## src/rtl/cpu_pkg.sv

```systemverilog
// front end shared definitions
package cpu_pkg;

  // widths
  localparam int ADDR_W    = 32;
  localparam int INSTR_W   = 32;
  localparam int BYTE_W    = 8;
  localparam int REG_IDX_W = 5;

  // instruction queue sizing
  localparam int IQ_DEPTH  = 4;
  localparam int IQ_CNT_W  = 3;

  typedef logic [ADDR_W-1:0]    addr_t;
  typedef logic [INSTR_W-1:0]   word_t;
  typedef logic [BYTE_W-1:0]    byte_t;
  typedef logic [REG_IDX_W-1:0] reg_idx_t;
  typedef logic [IQ_CNT_W-1:0]  iq_cnt_t;

  localparam addr_t RESET_PC = '0;

  // rv32i major opcodes
  localparam logic [6:0] OPC_LUI    = 7'b0110111;
  localparam logic [6:0] OPC_AUIPC  = 7'b0010111;
  localparam logic [6:0] OPC_JAL    = 7'b1101111;
  localparam logic [6:0] OPC_JALR   = 7'b1100111;
  localparam logic [6:0] OPC_BRANCH = 7'b1100011;
  localparam logic [6:0] OPC_LOAD   = 7'b0000011;
  localparam logic [6:0] OPC_STORE  = 7'b0100011;
  localparam logic [6:0] OPC_OP_IMM = 7'b0010011;
  localparam logic [6:0] OPC_OP     = 7'b0110011;

  // operation class handed to issue
  typedef enum logic [3:0] {
    op_lui,
    op_auipc,
    op_jal,
    op_jalr,
    op_branch,
    op_load,
    op_store,
    op_alu_imm,
    op_alu_reg,
    op_illegal
  } op_class_e;

endpackage

```

## src/rtl/fetch_q_if.sv

```systemverilog
// fetch to instruction queue link
interface fetch_q_if;
  import cpu_pkg::*;

  logic    push;
  addr_t   pc;
  word_t   instr;
  // empty slots left in the queue
  iq_cnt_t free;

  modport producer (output push, output pc, output instr, input free);

  modport buffer (input push, input pc, input instr, output free);

endinterface

```

## src/rtl/inst_q_if.sv

```systemverilog
// instruction queue to decoder link
interface inst_q_if;
  import cpu_pkg::*;

  // head entry, valid while the queue is not empty
  logic  valid;
  addr_t pc;
  word_t instr;
  logic  pop;

  modport buffer (output valid, output pc, output instr, input pop);

  modport consumer (input valid, input pc, input instr, output pop);

endinterface

```

## src/rtl/byte_fetch.sv

```systemverilog
// byte-serial instruction fetch
// builds little-endian words for the queue
module byte_fetch (
  input  logic           clk_in,
  input  logic           reset,
  input  logic           rdy_in,
  input  logic           redirect,
  input  cpu_pkg::addr_t redirect_pc,
  input  cpu_pkg::byte_t mem_din,
  output cpu_pkg::addr_t mem_a,
  fetch_q_if.producer    q
);
  import cpu_pkg::*;

  addr_t      word_pc;
  logic [1:0] lane;
  logic       pend;
  logic [1:0] take_lane;
  word_t      asm_word;
  addr_t      push_pc;
  logic       push_q;
  iq_cnt_t    inflight;
  logic       start;
  logic       issue;

  assign mem_a = {word_pc[ADDR_W-1:2], lane};

  // only start a word if a queue slot is still unclaimed
  assign start = (lane == 2'd0) && (q.free > inflight);
  // bytes of a started word always go out back to back
  assign issue = !redirect && (start || (lane != 2'd0));

  // the byte coming back belongs to the previous lane
  assign take_lane = lane - 2'd1;

  always_ff @(posedge clk_in) begin
    if (reset) begin
      word_pc  <= RESET_PC;
      lane     <= 2'd0;
      pend     <= 1'b0;
      push_q   <= 1'b0;
      inflight <= '0;
    end else if (rdy_in) begin
      if (redirect) begin
        // drop partial word and any byte still on the bus
        word_pc  <= {redirect_pc[ADDR_W-1:2], 2'b00};
        lane     <= 2'd0;
        pend     <= 1'b0;
        push_q   <= 1'b0;
        inflight <= '0;
      end else begin
        pend   <= issue;
        push_q <= pend && (take_lane == 2'd3);
        if (issue) begin
          lane <= lane + 2'd1;
          if (lane == 2'd3) begin
            word_pc <= word_pc + addr_t'(4);
          end
        end
        inflight <= inflight + iq_cnt_t'(start) - iq_cnt_t'(push_q);
      end
    end
  end

  // word assembly
  always_ff @(posedge clk_in) begin
    if (rdy_in && pend) begin
      asm_word[take_lane*BYTE_W +: BYTE_W] <= mem_din;
      // word_pc already moved on when lane 3 went out
      if (take_lane == 2'd3) begin
        push_pc <= word_pc - addr_t'(4);
      end
    end
  end

  assign q.push  = push_q;
  assign q.pc    = push_pc;
  assign q.instr = asm_word;

  // each issued read steps the byte address by one, across word edges too
  assert property (@(posedge clk_in) disable iff (reset)
    rdy_in && issue |=> mem_a == $past(mem_a) + addr_t'(1));

  // the slot reserved at word start must still be there
  assert property (@(posedge clk_in) disable iff (reset)
    rdy_in && q.push |-> q.free != '0);

endmodule

```

## src/rtl/inst_queue.sv

```systemverilog
// four-entry instruction queue
module inst_queue (
  input  logic      clk_in,
  input  logic      reset,
  input  logic      rdy_in,
  input  logic      redirect,
  fetch_q_if.buffer wr,
  inst_q_if.buffer  rd
);
  import cpu_pkg::*;

  addr_t pc_mem    [IQ_DEPTH];
  word_t instr_mem [IQ_DEPTH];

  logic [$clog2(IQ_DEPTH)-1:0] wr_ptr;
  logic [$clog2(IQ_DEPTH)-1:0] rd_ptr;
  iq_cnt_t                     count;
  logic                        do_push;
  logic                        do_pop;

  // nothing moves in a flush cycle
  assign do_push = rdy_in && !redirect && wr.push;
  assign do_pop  = rdy_in && !redirect && rd.pop;

  assign wr.free  = iq_cnt_t'(IQ_DEPTH) - count;
  assign rd.valid = (count != '0);
  assign rd.pc    = pc_mem[rd_ptr];
  assign rd.instr = instr_mem[rd_ptr];

  always_ff @(posedge clk_in) begin
    if (reset) begin
      wr_ptr <= '0;
      rd_ptr <= '0;
      count  <= '0;
    end else if (rdy_in) begin
      if (redirect) begin
        wr_ptr <= '0;
        rd_ptr <= '0;
        count  <= '0;
      end else begin
        if (do_push) begin
          wr_ptr <= wr_ptr + 1'b1;
        end
        if (do_pop) begin
          rd_ptr <= rd_ptr + 1'b1;
        end
        count <= count + iq_cnt_t'(do_push) - iq_cnt_t'(do_pop);
      end
    end
  end

  // entry storage
  always_ff @(posedge clk_in) begin
    if (do_push) begin
      pc_mem[wr_ptr]    <= wr.pc;
      instr_mem[wr_ptr] <= wr.instr;
    end
  end

  // fetch reservation keeps pushes within the depth
  assert property (@(posedge clk_in) disable iff (reset)
    count <= iq_cnt_t'(IQ_DEPTH));

  // decoder only pops a present head
  assert property (@(posedge clk_in) disable iff (reset)
    rdy_in && rd.pop |-> rd.valid);

endmodule

```

## src/rtl/inst_decode.sv

```systemverilog
// rv32i field and immediate decoder
module inst_decode (
  input  logic               clk_in,
  input  logic               reset,
  input  logic               rdy_in,
  input  logic               redirect,
  input  logic               issue_stall,
  inst_q_if.consumer         rd,
  output logic               dec_valid,
  output cpu_pkg::addr_t     dec_pc,
  output cpu_pkg::op_class_e dec_op,
  output cpu_pkg::reg_idx_t  dec_rd,
  output cpu_pkg::reg_idx_t  dec_rs1,
  output cpu_pkg::reg_idx_t  dec_rs2,
  output cpu_pkg::word_t     dec_imm
);
  import cpu_pkg::*;

  word_t     ins;
  op_class_e op;
  reg_idx_t  rd_idx;
  word_t     imm;
  logic      load;

  assign ins = rd.instr;

  // take the head when the output register is free or handed over this cycle
  assign rd.pop = rd.valid && !redirect && (!dec_valid || !issue_stall);
  assign load   = rdy_in && rd.pop;

  always_comb begin
    case (ins[6:0])
      OPC_LUI:    op = op_lui;
      OPC_AUIPC:  op = op_auipc;
      OPC_JAL:    op = op_jal;
      OPC_JALR:   op = op_jalr;
      OPC_BRANCH: op = op_branch;
      OPC_LOAD:   op = op_load;
      OPC_STORE:  op = op_store;
      OPC_OP_IMM: op = op_alu_imm;
      OPC_OP:     op = op_alu_reg;
      default:    op = op_illegal;
    endcase
  end

  // immediate by format, sign from bit 31
  always_comb begin
    case (op)
      op_jalr, op_load, op_alu_imm: imm = {{20{ins[31]}}, ins[31:20]};
      op_store:  imm = {{20{ins[31]}}, ins[31:25], ins[11:7]};
      op_branch: imm = {{19{ins[31]}}, ins[31], ins[7], ins[30:25], ins[11:8], 1'b0};
      op_lui, op_auipc: imm = {ins[31:12], 12'b0};
      op_jal:    imm = {{11{ins[31]}}, ins[31], ins[19:12], ins[20], ins[30:21], 1'b0};
      default:   imm = '0;
    endcase
  end

  // branches and stores write no register
  assign rd_idx = (op == op_branch || op == op_store) ? '0 : ins[11:7];

  always_ff @(posedge clk_in) begin
    if (reset) begin
      dec_valid <= 1'b0;
    end else if (rdy_in) begin
      if (redirect) begin
        dec_valid <= 1'b0;
      end else if (load) begin
        dec_valid <= 1'b1;
      end else if (!issue_stall) begin
        dec_valid <= 1'b0;
      end
    end
  end

  always_ff @(posedge clk_in) begin
    if (load) begin
      dec_pc  <= rd.pc;
      dec_op  <= op;
      dec_rd  <= rd_idx;
      dec_rs1 <= ins[19:15];
      dec_rs2 <= ins[24:20];
      dec_imm <= imm;
    end
  end

  // a stalled result stays put until issue takes it
  assert property (@(posedge clk_in) disable iff (reset)
    dec_valid && issue_stall && !redirect |=>
      dec_valid && $stable(dec_pc) && $stable(dec_op) && $stable(dec_rd) &&
      $stable(dec_rs1) && $stable(dec_rs2) && $stable(dec_imm));

endmodule

```

## src/rtl/cpu_front.sv

```systemverilog
// instruction front end top
module cpu_front (
  input  logic               clk_in,
  input  logic               reset,
  input  logic               rdy_in,
  input  cpu_pkg::byte_t     mem_din,
  input  logic               redirect,
  input  cpu_pkg::addr_t     redirect_pc,
  input  logic               issue_stall,
  output cpu_pkg::addr_t     mem_a,
  output logic               dec_valid,
  output cpu_pkg::addr_t     dec_pc,
  output cpu_pkg::op_class_e dec_op,
  output cpu_pkg::reg_idx_t  dec_rd,
  output cpu_pkg::reg_idx_t  dec_rs1,
  output cpu_pkg::reg_idx_t  dec_rs2,
  output cpu_pkg::word_t     dec_imm
);

  fetch_q_if fetch_q ();
  inst_q_if  inst_q ();

  byte_fetch u_fetch (
    .clk_in      (clk_in),
    .reset       (reset),
    .rdy_in      (rdy_in),
    .redirect    (redirect),
    .redirect_pc (redirect_pc),
    .mem_din     (mem_din),
    .mem_a       (mem_a),
    .q           (fetch_q)
  );

  inst_queue u_queue (
    .clk_in   (clk_in),
    .reset    (reset),
    .rdy_in   (rdy_in),
    .redirect (redirect),
    .wr       (fetch_q),
    .rd       (inst_q)
  );

  inst_decode u_decode (
    .clk_in      (clk_in),
    .reset       (reset),
    .rdy_in      (rdy_in),
    .redirect    (redirect),
    .issue_stall (issue_stall),
    .rd          (inst_q),
    .dec_valid   (dec_valid),
    .dec_pc      (dec_pc),
    .dec_op      (dec_op),
    .dec_rd      (dec_rd),
    .dec_rs1     (dec_rs1),
    .dec_rs2     (dec_rs2),
    .dec_imm     (dec_imm)
  );

endmodule

```

## config.mk

```make
export PLATFORM = sky130hd
export DESIGN_NAME = cpu_front
export DESIGN_NICKNAME = d
export VERILOG_FILES = /design/src/rtl/cpu_pkg.sv /design/src/rtl/fetch_q_if.sv /design/src/rtl/inst_q_if.sv /design/src/rtl/byte_fetch.sv /design/src/rtl/inst_queue.sv /design/src/rtl/inst_decode.sv /design/src/rtl/cpu_front.sv
export SDC_FILE = /design/constraint.sdc
export NUM_CORES = 1
export LEC_CHECK = 0
export BUFFER_PORTS_ARGS = -buffer_cell sky130_fd_sc_hd__buf_2
export CAP_MARGIN = 20
export CORE_UTILIZATION = 30
export DETAILED_ROUTE_END_ITERATION = 12
export GPL_TIMING_DRIVEN = 0
export PLACE_DENSITY = 0.45
export SLEW_MARGIN = 30
export SYNTH_ARGS = -nofsm -noshare
export SYNTH_HDL_FRONTEND = slang
export SYNTH_SLANG_ARGS = --single-unit
export TNS_END_PERCENT = 30
```

## constraint.sdc

```tcl
create_clock -name clk_in -period 8.1 [get_ports clk_in]
set_input_delay 0.405 -clock clk_in [delete_from_list [all_inputs] [get_ports clk_in]]
set_output_delay 0.405 -clock clk_in [all_outputs]
set_load 0.1 [all_outputs]
```

======== Word-level counts from Yosys, hierarchy flattened ========
Memory sizes are Yosys's and may differ from the RTL's. A register that Yosys moved wholly into a read port is not among the register bits.
Cells that the tools add are included.
cells by class
  eq/ne operators ......................... 19
  $add $sub $neg .......................... 12
  shift operators ......................... 2
  reduce and logical (&&, ||, !) cells .... 32
  muxes and demuxes ....................... 23
  magnitude comparators ................... 1
operators by type and width
  kind                                                    count
  case mux 32 bit (5 select lines)                        1
  2-to-1 mux 32 bit                                       3
  case mux 4 bit (9 select lines)                         1
  negation 5 -> 34 bit                                    1
  variable shift 8 x 34 -> 32 bit (first input constant)  1
  indexed part select 8 x 34 -> 32 bit                    1
  adder 32 x 3 -> 32 bit (second input constant)          1
  bitwise mux 32 bit                                      1
  subtractor 32 x 3 -> 32 bit (second input constant)     1
  equality test 7 x 6 -> 1 bit (second input constant)    3
  equality test 7 bit (second input constant)             3
  equality test 4 x 3 -> 1 bit (second input constant)    4
  2-to-1 mux 2 bit                                        8
  equality test 7 x 5 -> 1 bit (second input constant)    2
  logical AND 1 bit                                       10
  AND reduction 2 bit                                     5
  nonzero test 2 bit                                      5
  equality test 4 x 2 -> 1 bit (second input constant)    2
  equality test 7 x 2 -> 1 bit (second input constant)    1
  2-to-1 mux 1 bit                                        7
  adder 2 x 1 -> 2 bit (second input constant)            3
  adder 3 x 1 -> 3 bit                                    2
  2-to-1 mux 3 bit                                        2
  subtractor 3 x 1 -> 3 bit                               2
  14 further kinds                                        19
storage, ports and cells
  memories kept ........................... 2
  register bits after elaboration ......... 162
  logic and storage cells ................. 107
  bits in writable memories ............... 256
memory list
  name               depth  width  read ports  clocked after memory_dff  wr ports  RTL line          source
  u_queue.instr_mem  4      32     1           1                         1         inst_queue.sv:13  word_t instr_mem [IQ_DEPTH];
  u_queue.pc_mem     4      32     1           1                         1         inst_queue.sv:12  addr_t pc_mem [IQ_DEPTH];

======== Logic depth before layout (Yosys ltp) ========
  depth after elaboration ................. 8
  gate-level depth with buffers ........... 15
  depth with buffers taken out ............ 15

======== By module ========
Synthesis repeated with hierarchy kept, for this count alone.
second synthesis, totals
  cell total of the unflattened synthesis .. 1116
  area total of the unflattened synthesis .. 18225.0 µm²
modules (own cells, without submodules)
  module       times used  area an instance (µm²)  cells each
  inst_queue   1           9750.6                  394
  byte_fetch   1           5263.8                  538
  inst_decode  1           3210.6                  184

======== Least setup slack after synthesis ========
No wires, ideal clock.
  kind .................................... register -> register
  start point ............................. register u_queue.count[1]
  end point ............................... register u_decode.dec_imm[0] (enable)
  setup slack ............................. 0.705 ns
  stages on the path, launching flop included .. 5
  arrival ................................. 6.754 ns
  cell sequence ........................... dfxtp_1 > inv_1 > ha_1 > ha_1 > a211oi_1
on the way
  cells in the longest elaborated chain, start to end .. 4
RTL lines
  item                            RTL line           source
  start, declared                 inst_queue.sv:17   iq_cnt_t count;
  start signal, assigned          inst_queue.sv:47   count <= count + iq_cnt_t'(do_push) - iq_cnt_t'(do_pop);
  nonzero test 3 bit              inst_queue.sv:26   assign rd.valid = (count != '0);
  logical AND 1 bit (2 in a row)  inst_decode.sv:28  assign rd.pop = rd.valid && !redirect && (!dec_valid || !issue_stall);
  logical AND 1 bit               inst_decode.sv:29  assign load = rdy_in && rd.pop;
  net u_decode.load               inst_decode.sv:23  logic load;
  end signal, assigned            inst_decode.sv:82  dec_imm <= imm;
  end, declared                   inst_decode.sv:15  output cpu_pkg::word_t dec_imm
The timed path passes the listed nets, and every way through them passes these cells.
A chain may end at the register's enable or synchronous reset.

======== Final worst setup path ========
  start point ............................. register u_queue.count[1]
  end point ............................... register u_fetch.word_pc[6]
on the way
  cells in the longest elaborated chain, start to end .. 7
RTL lines
  item                                  RTL line          source
  subtractor 3 bit                      inst_queue.sv:25  assign wr.free = iq_cnt_t'(IQ_DEPTH) - count;
  greater-than comparator 3 bit         byte_fetch.sv:29  assign start = (lane == 2'd0) && (q.free > inflight);
  logical AND 1 bit                     byte_fetch.sv:29
  logical OR 1 bit                      byte_fetch.sv:31  assign issue = !redirect && (start || (lane != 2'd0));
  logical AND 1 bit                     byte_fetch.sv:31
  nonzero test 2 bit (no source line)   --
  AND reduction 3 bit (no source line)  --
  end signal, assigned                  byte_fetch.sv:46  word_pc <= {redirect_pc[ADDR_W-1:2], 2'b00};
  end signal, assigned                  byte_fetch.sv:57  word_pc <= word_pc + addr_t'(4);
  end, declared                         byte_fetch.sv:15  addr_t word_pc;
No other way between the ends.

==> results.md <==
* Cells resized by post-CTS repair at 0
* Max frequency at 289 MHz
* Vias in the first global route at 10.6k
* Nets at 1,380
* MaxCap Viol Count at 0
* DP Cell Count at 2,025
* ANT nets after route at 0
* Finished Layout Cells at 2,114
* Worst slew pin tran at 0.808 ns
* Number of CTS-inserted buffers at 49
* Starting Density at 0.305
* Synth cell types at 74
* Proportion of layout cells with a drive suffix above 1 at 0.251
* Final period util at 0.427
* Die W at 245 um
* Final Core Density at 0.368
* Synth warn at 0
* VDD IR max at 0.130 mV
* Worst skew pair latency at 0.58 ns
* Drt pass-1 iters at 5
* Clk slew on worst S/H paths at 0.06 ns
* Largest net degree at the start of global routing at 35
* Sequential share of the synthesized area at 0.716
* DPL Wire Length at 30,500 um
* Die Span Y at 245 um
* DR WL met3 at 2390 um
* Initial DRC Count at 713
* Most common cell after layout, fill and taps aside: edfxtp_1
* Cells after Synth at 1,087
* Critical Path End Type: flip-flop
* Critical Path RT at 8.51 ns
* Filler cell count at 5,534
* Port Buffer Count at 156
* Die area at 60,100 um^2
* Routed WL per cell at 21.0 um
* Synth Area per Inst at 16.3 um^2
* TritonCTS clock tree: done
* Max-slew violation count at 0
* Final min period at 3.46 ns
* Setup crit start kind: flip-flop
* Worst Reg-to-Reg Cells at 10
* CP Class: flip-flop to flip-flop
* Post-Syn Area at 17,700 um^2
* Final setup violation count at 0
* Metal2 WL at 20,900 um
* H-Tree Level Count at 2
* Leak pwr at 7.21 nW
* Power Dens Cells at 228 nW/um^2
* Initial antenna violation count at 0
* Worst hold path endpoint: u_fetch.word_pc[7]$_SDFFE_PP0P_
* Row cnt at 88
* CTS Sinks at 438
* Post-CTS setup buffer count at 0
* Worst Hold Class: input port to flip-flop
* Critical Path Fanout Max at 6
* Rel. slew slack at 0.456
* Min-delay src: redirect_pc[7]
* Global Route Usage Sum at 0.150
* Crit-path slowest cell: o21ai_0
* Reg2reg end: u_fetch.word_pc[6]$_SDFFE_PP0P_
* Most frequent cells in the layout: edfxtp_1 (391), buf_2 (164), mux4_2 (60)
* FF+latch area at 12,700 um^2
* Area grow syn2layout at 20.3%
* Status: completed
* WP data arrival at 3.87 ns
* Worst Skew at 0.0207 ns
* Hold buffers post-CTS at 0
* Via density at 4.81
* Post-Route WL at 44,400 um
* Highest routed layer: met4
* Placer Congestion at 0.865
* # IOs at 161
* First-pass GRT wire length at 67,400 um
* Via count at 10.2k
* Most used cell along the critical path: ha_1
* Footprint of the multi-input gates at 4690 um^2
* Seq cells post-synth at 438
* Hold path depth at 3
* Asr flop ratio synth at 0
* Metal-1 WL at 20,000 um
* Global route overflow at 0
* Number of flops mapped to enable cells by yosys at 391
* Pwr Total at 4.87 mW
* Highest cell delay on the worst timing path at 0.72 ns
* Ys flop type: edfxtp_1
* Clock buffer depth at 3
* Reg2Reg Setup Slack at 4.64 ns
* Reg-to-Reg Start: u_queue.count[1]$_SDFFE_PP0P_
* DRC viols at 0
* Clock root cell: clkbuf_16
* Cells along the critical path: inv_1 > ha_1 > ha_1 > inv_1 > ha_1 > nand3_1 > a21boi_0 > a21boi_0 > o21ai_0 > o21ai_0
* Final hold vios at 0
* RSZ-0062 raised after global routing: false
* Core area at 58,000 um^2
==> final cells by class <==
type                            instances  share of cell area
Clock inverter                         24             0.00821
Inverter                               39             0.00686
Antenna cell                            1            0.000117
Buffer                                 57              0.0125
Timing Repair Buffer                  172              0.0489
Sequential cell                       438               0.595
Clock buffer                           64              0.0640
Multi-Input combinational cell        554               0.220
Tap cell                              765              0.0449
==> synth_stat cells (11+ instances only) <==
cell,instances,area share
inv_1,38,0.0080
o21ai_0,31,0.0088
nor2b_1,17,0.0060
ha_1,22,0.016
a22oi_1,11,0.0047
nand2_1,47,0.010
a21o_1,24,0.010
and3_1,14,0.0049
o22ai_1,12,0.0042
clkbuf_1,35,0.0074
dfxtp_1,47,0.053
and2_1,37,0.013
nor2_1,50,0.011
a21oi_1,22,0.0062
nor4_1,12,0.0042
edfxtp_1,391,0.66
mux4_2,60,0.076
nand3_1,24,0.0068
nor3_1,22,0.0062
xnor2_1,19,0.0094
==> stage by stage <==
stage / instance area (um^2) / worst slack [ns] / setup TNS [ns] / hold WS [ns]
2_1_floorplan: 17700 / 0.705 / 0 / 0.432
3_3_place_gp: 19500 / -3.34 / -269.51 / 0.453
3_5_place_dp: 19800 / 4.75 / 0 / 0.448
4_1_cts: 21300 / 4.72 / 0 / 0.0754
5_1_grt: 21300 / 4.41 / 0 / 0.103
6_report: 21300 / 4.64 / 0 / 0.118
==> kinds of logic (layout without fill, tap and decap cells) <==
| family | after synthesis | after routing | share of synthesized area |
|---|---|---|---|
| multiplexers | 67 | 67 | 0.0812 |
| AND/OR/NAND/NOR | 271 | 271 | 0.0841 |
| flip-flops | 438 | 438 | 0.716 |
| adder cells (fa/ha/maj) | 24 | 24 | 0.0178 |
| XOR/XNOR | 29 | 29 | 0.0143 |
| AO/OA/AOI/OAI | 161 | 161 | 0.0637 |
| buffers and inverters | 96 | 356 | 0.0232 |
| other | 1 | 3 | 0.000212 |
==> where the power goes <==
group,total [mW],leakage (nW),internal (mW),switching [mW]
combinational,0.249,2.60,0.0685,0.181
clock,2.13,0.755,1.25,0.889
sequential,2.48,3.86,2.46,0.0200
==> layer usage <==
layer  up-vias  GRT usage
met5         -          0
met4         0     0.0414
met3        62     0.0319
met2       304      0.246
met1      5089      0.202
li1       4710          -
==> flip-flops by register name, indices dropped and copies added (netlist names), 3 cells and up, named ones only <==
signal             flops
u_queue.pc_mem       120
u_queue.count          3
u_decode.dec_rs2       5
u_decode.dec_imm      32
u_fetch.inflight       3
u_decode.dec_rd        5
u_decode.dec_op        4
u_decode.dec_pc       30
u_fetch.q.instr       32
u_decode.dec_rs1       5
u_fetch.q.pc          30
u_queue.instr_mem    128
u_fetch.word_pc       30
==> worst max-delay path by stage <==
stage	start	to	slack, ns
floorplan	u_queue.count[1]$_SDFFE_PP0P_	u_decode.dec_imm[0]$_SDFFCE_PN0P_	0.70
global placement	rdy_in	u_decode.dec_op[0]$_DFFE_PP_	-3.34
detailed placement	u_queue.count[1]$_SDFFE_PP0P_	u_fetch.word_pc[6]$_SDFFE_PP0P_	4.75
CTS	u_queue.count[1]$_SDFFE_PP0P_	u_fetch.word_pc[6]$_SDFFE_PP0P_	4.72
global route	u_queue.count[1]$_SDFFE_PP0P_	u_fetch.word_pc[31]$_SDFFE_PP0P_	4.41
finish	u_queue.count[1]$_SDFFE_PP0P_	u_fetch.word_pc[6]$_SDFFE_PP0P_	4.64
==> critical path: cells and delay by family, from the launching register on <==
family	cells	cell delay (ns)
AO/OA/AOI/OAI	4	1.87
buffers and inverters	2	0.14
AND/OR/NAND/NOR	1	0.13
flip-flops	1	0.36
adder cells (fa/ha/maj)	3	0.79
(Power assumes the default switching activity.)
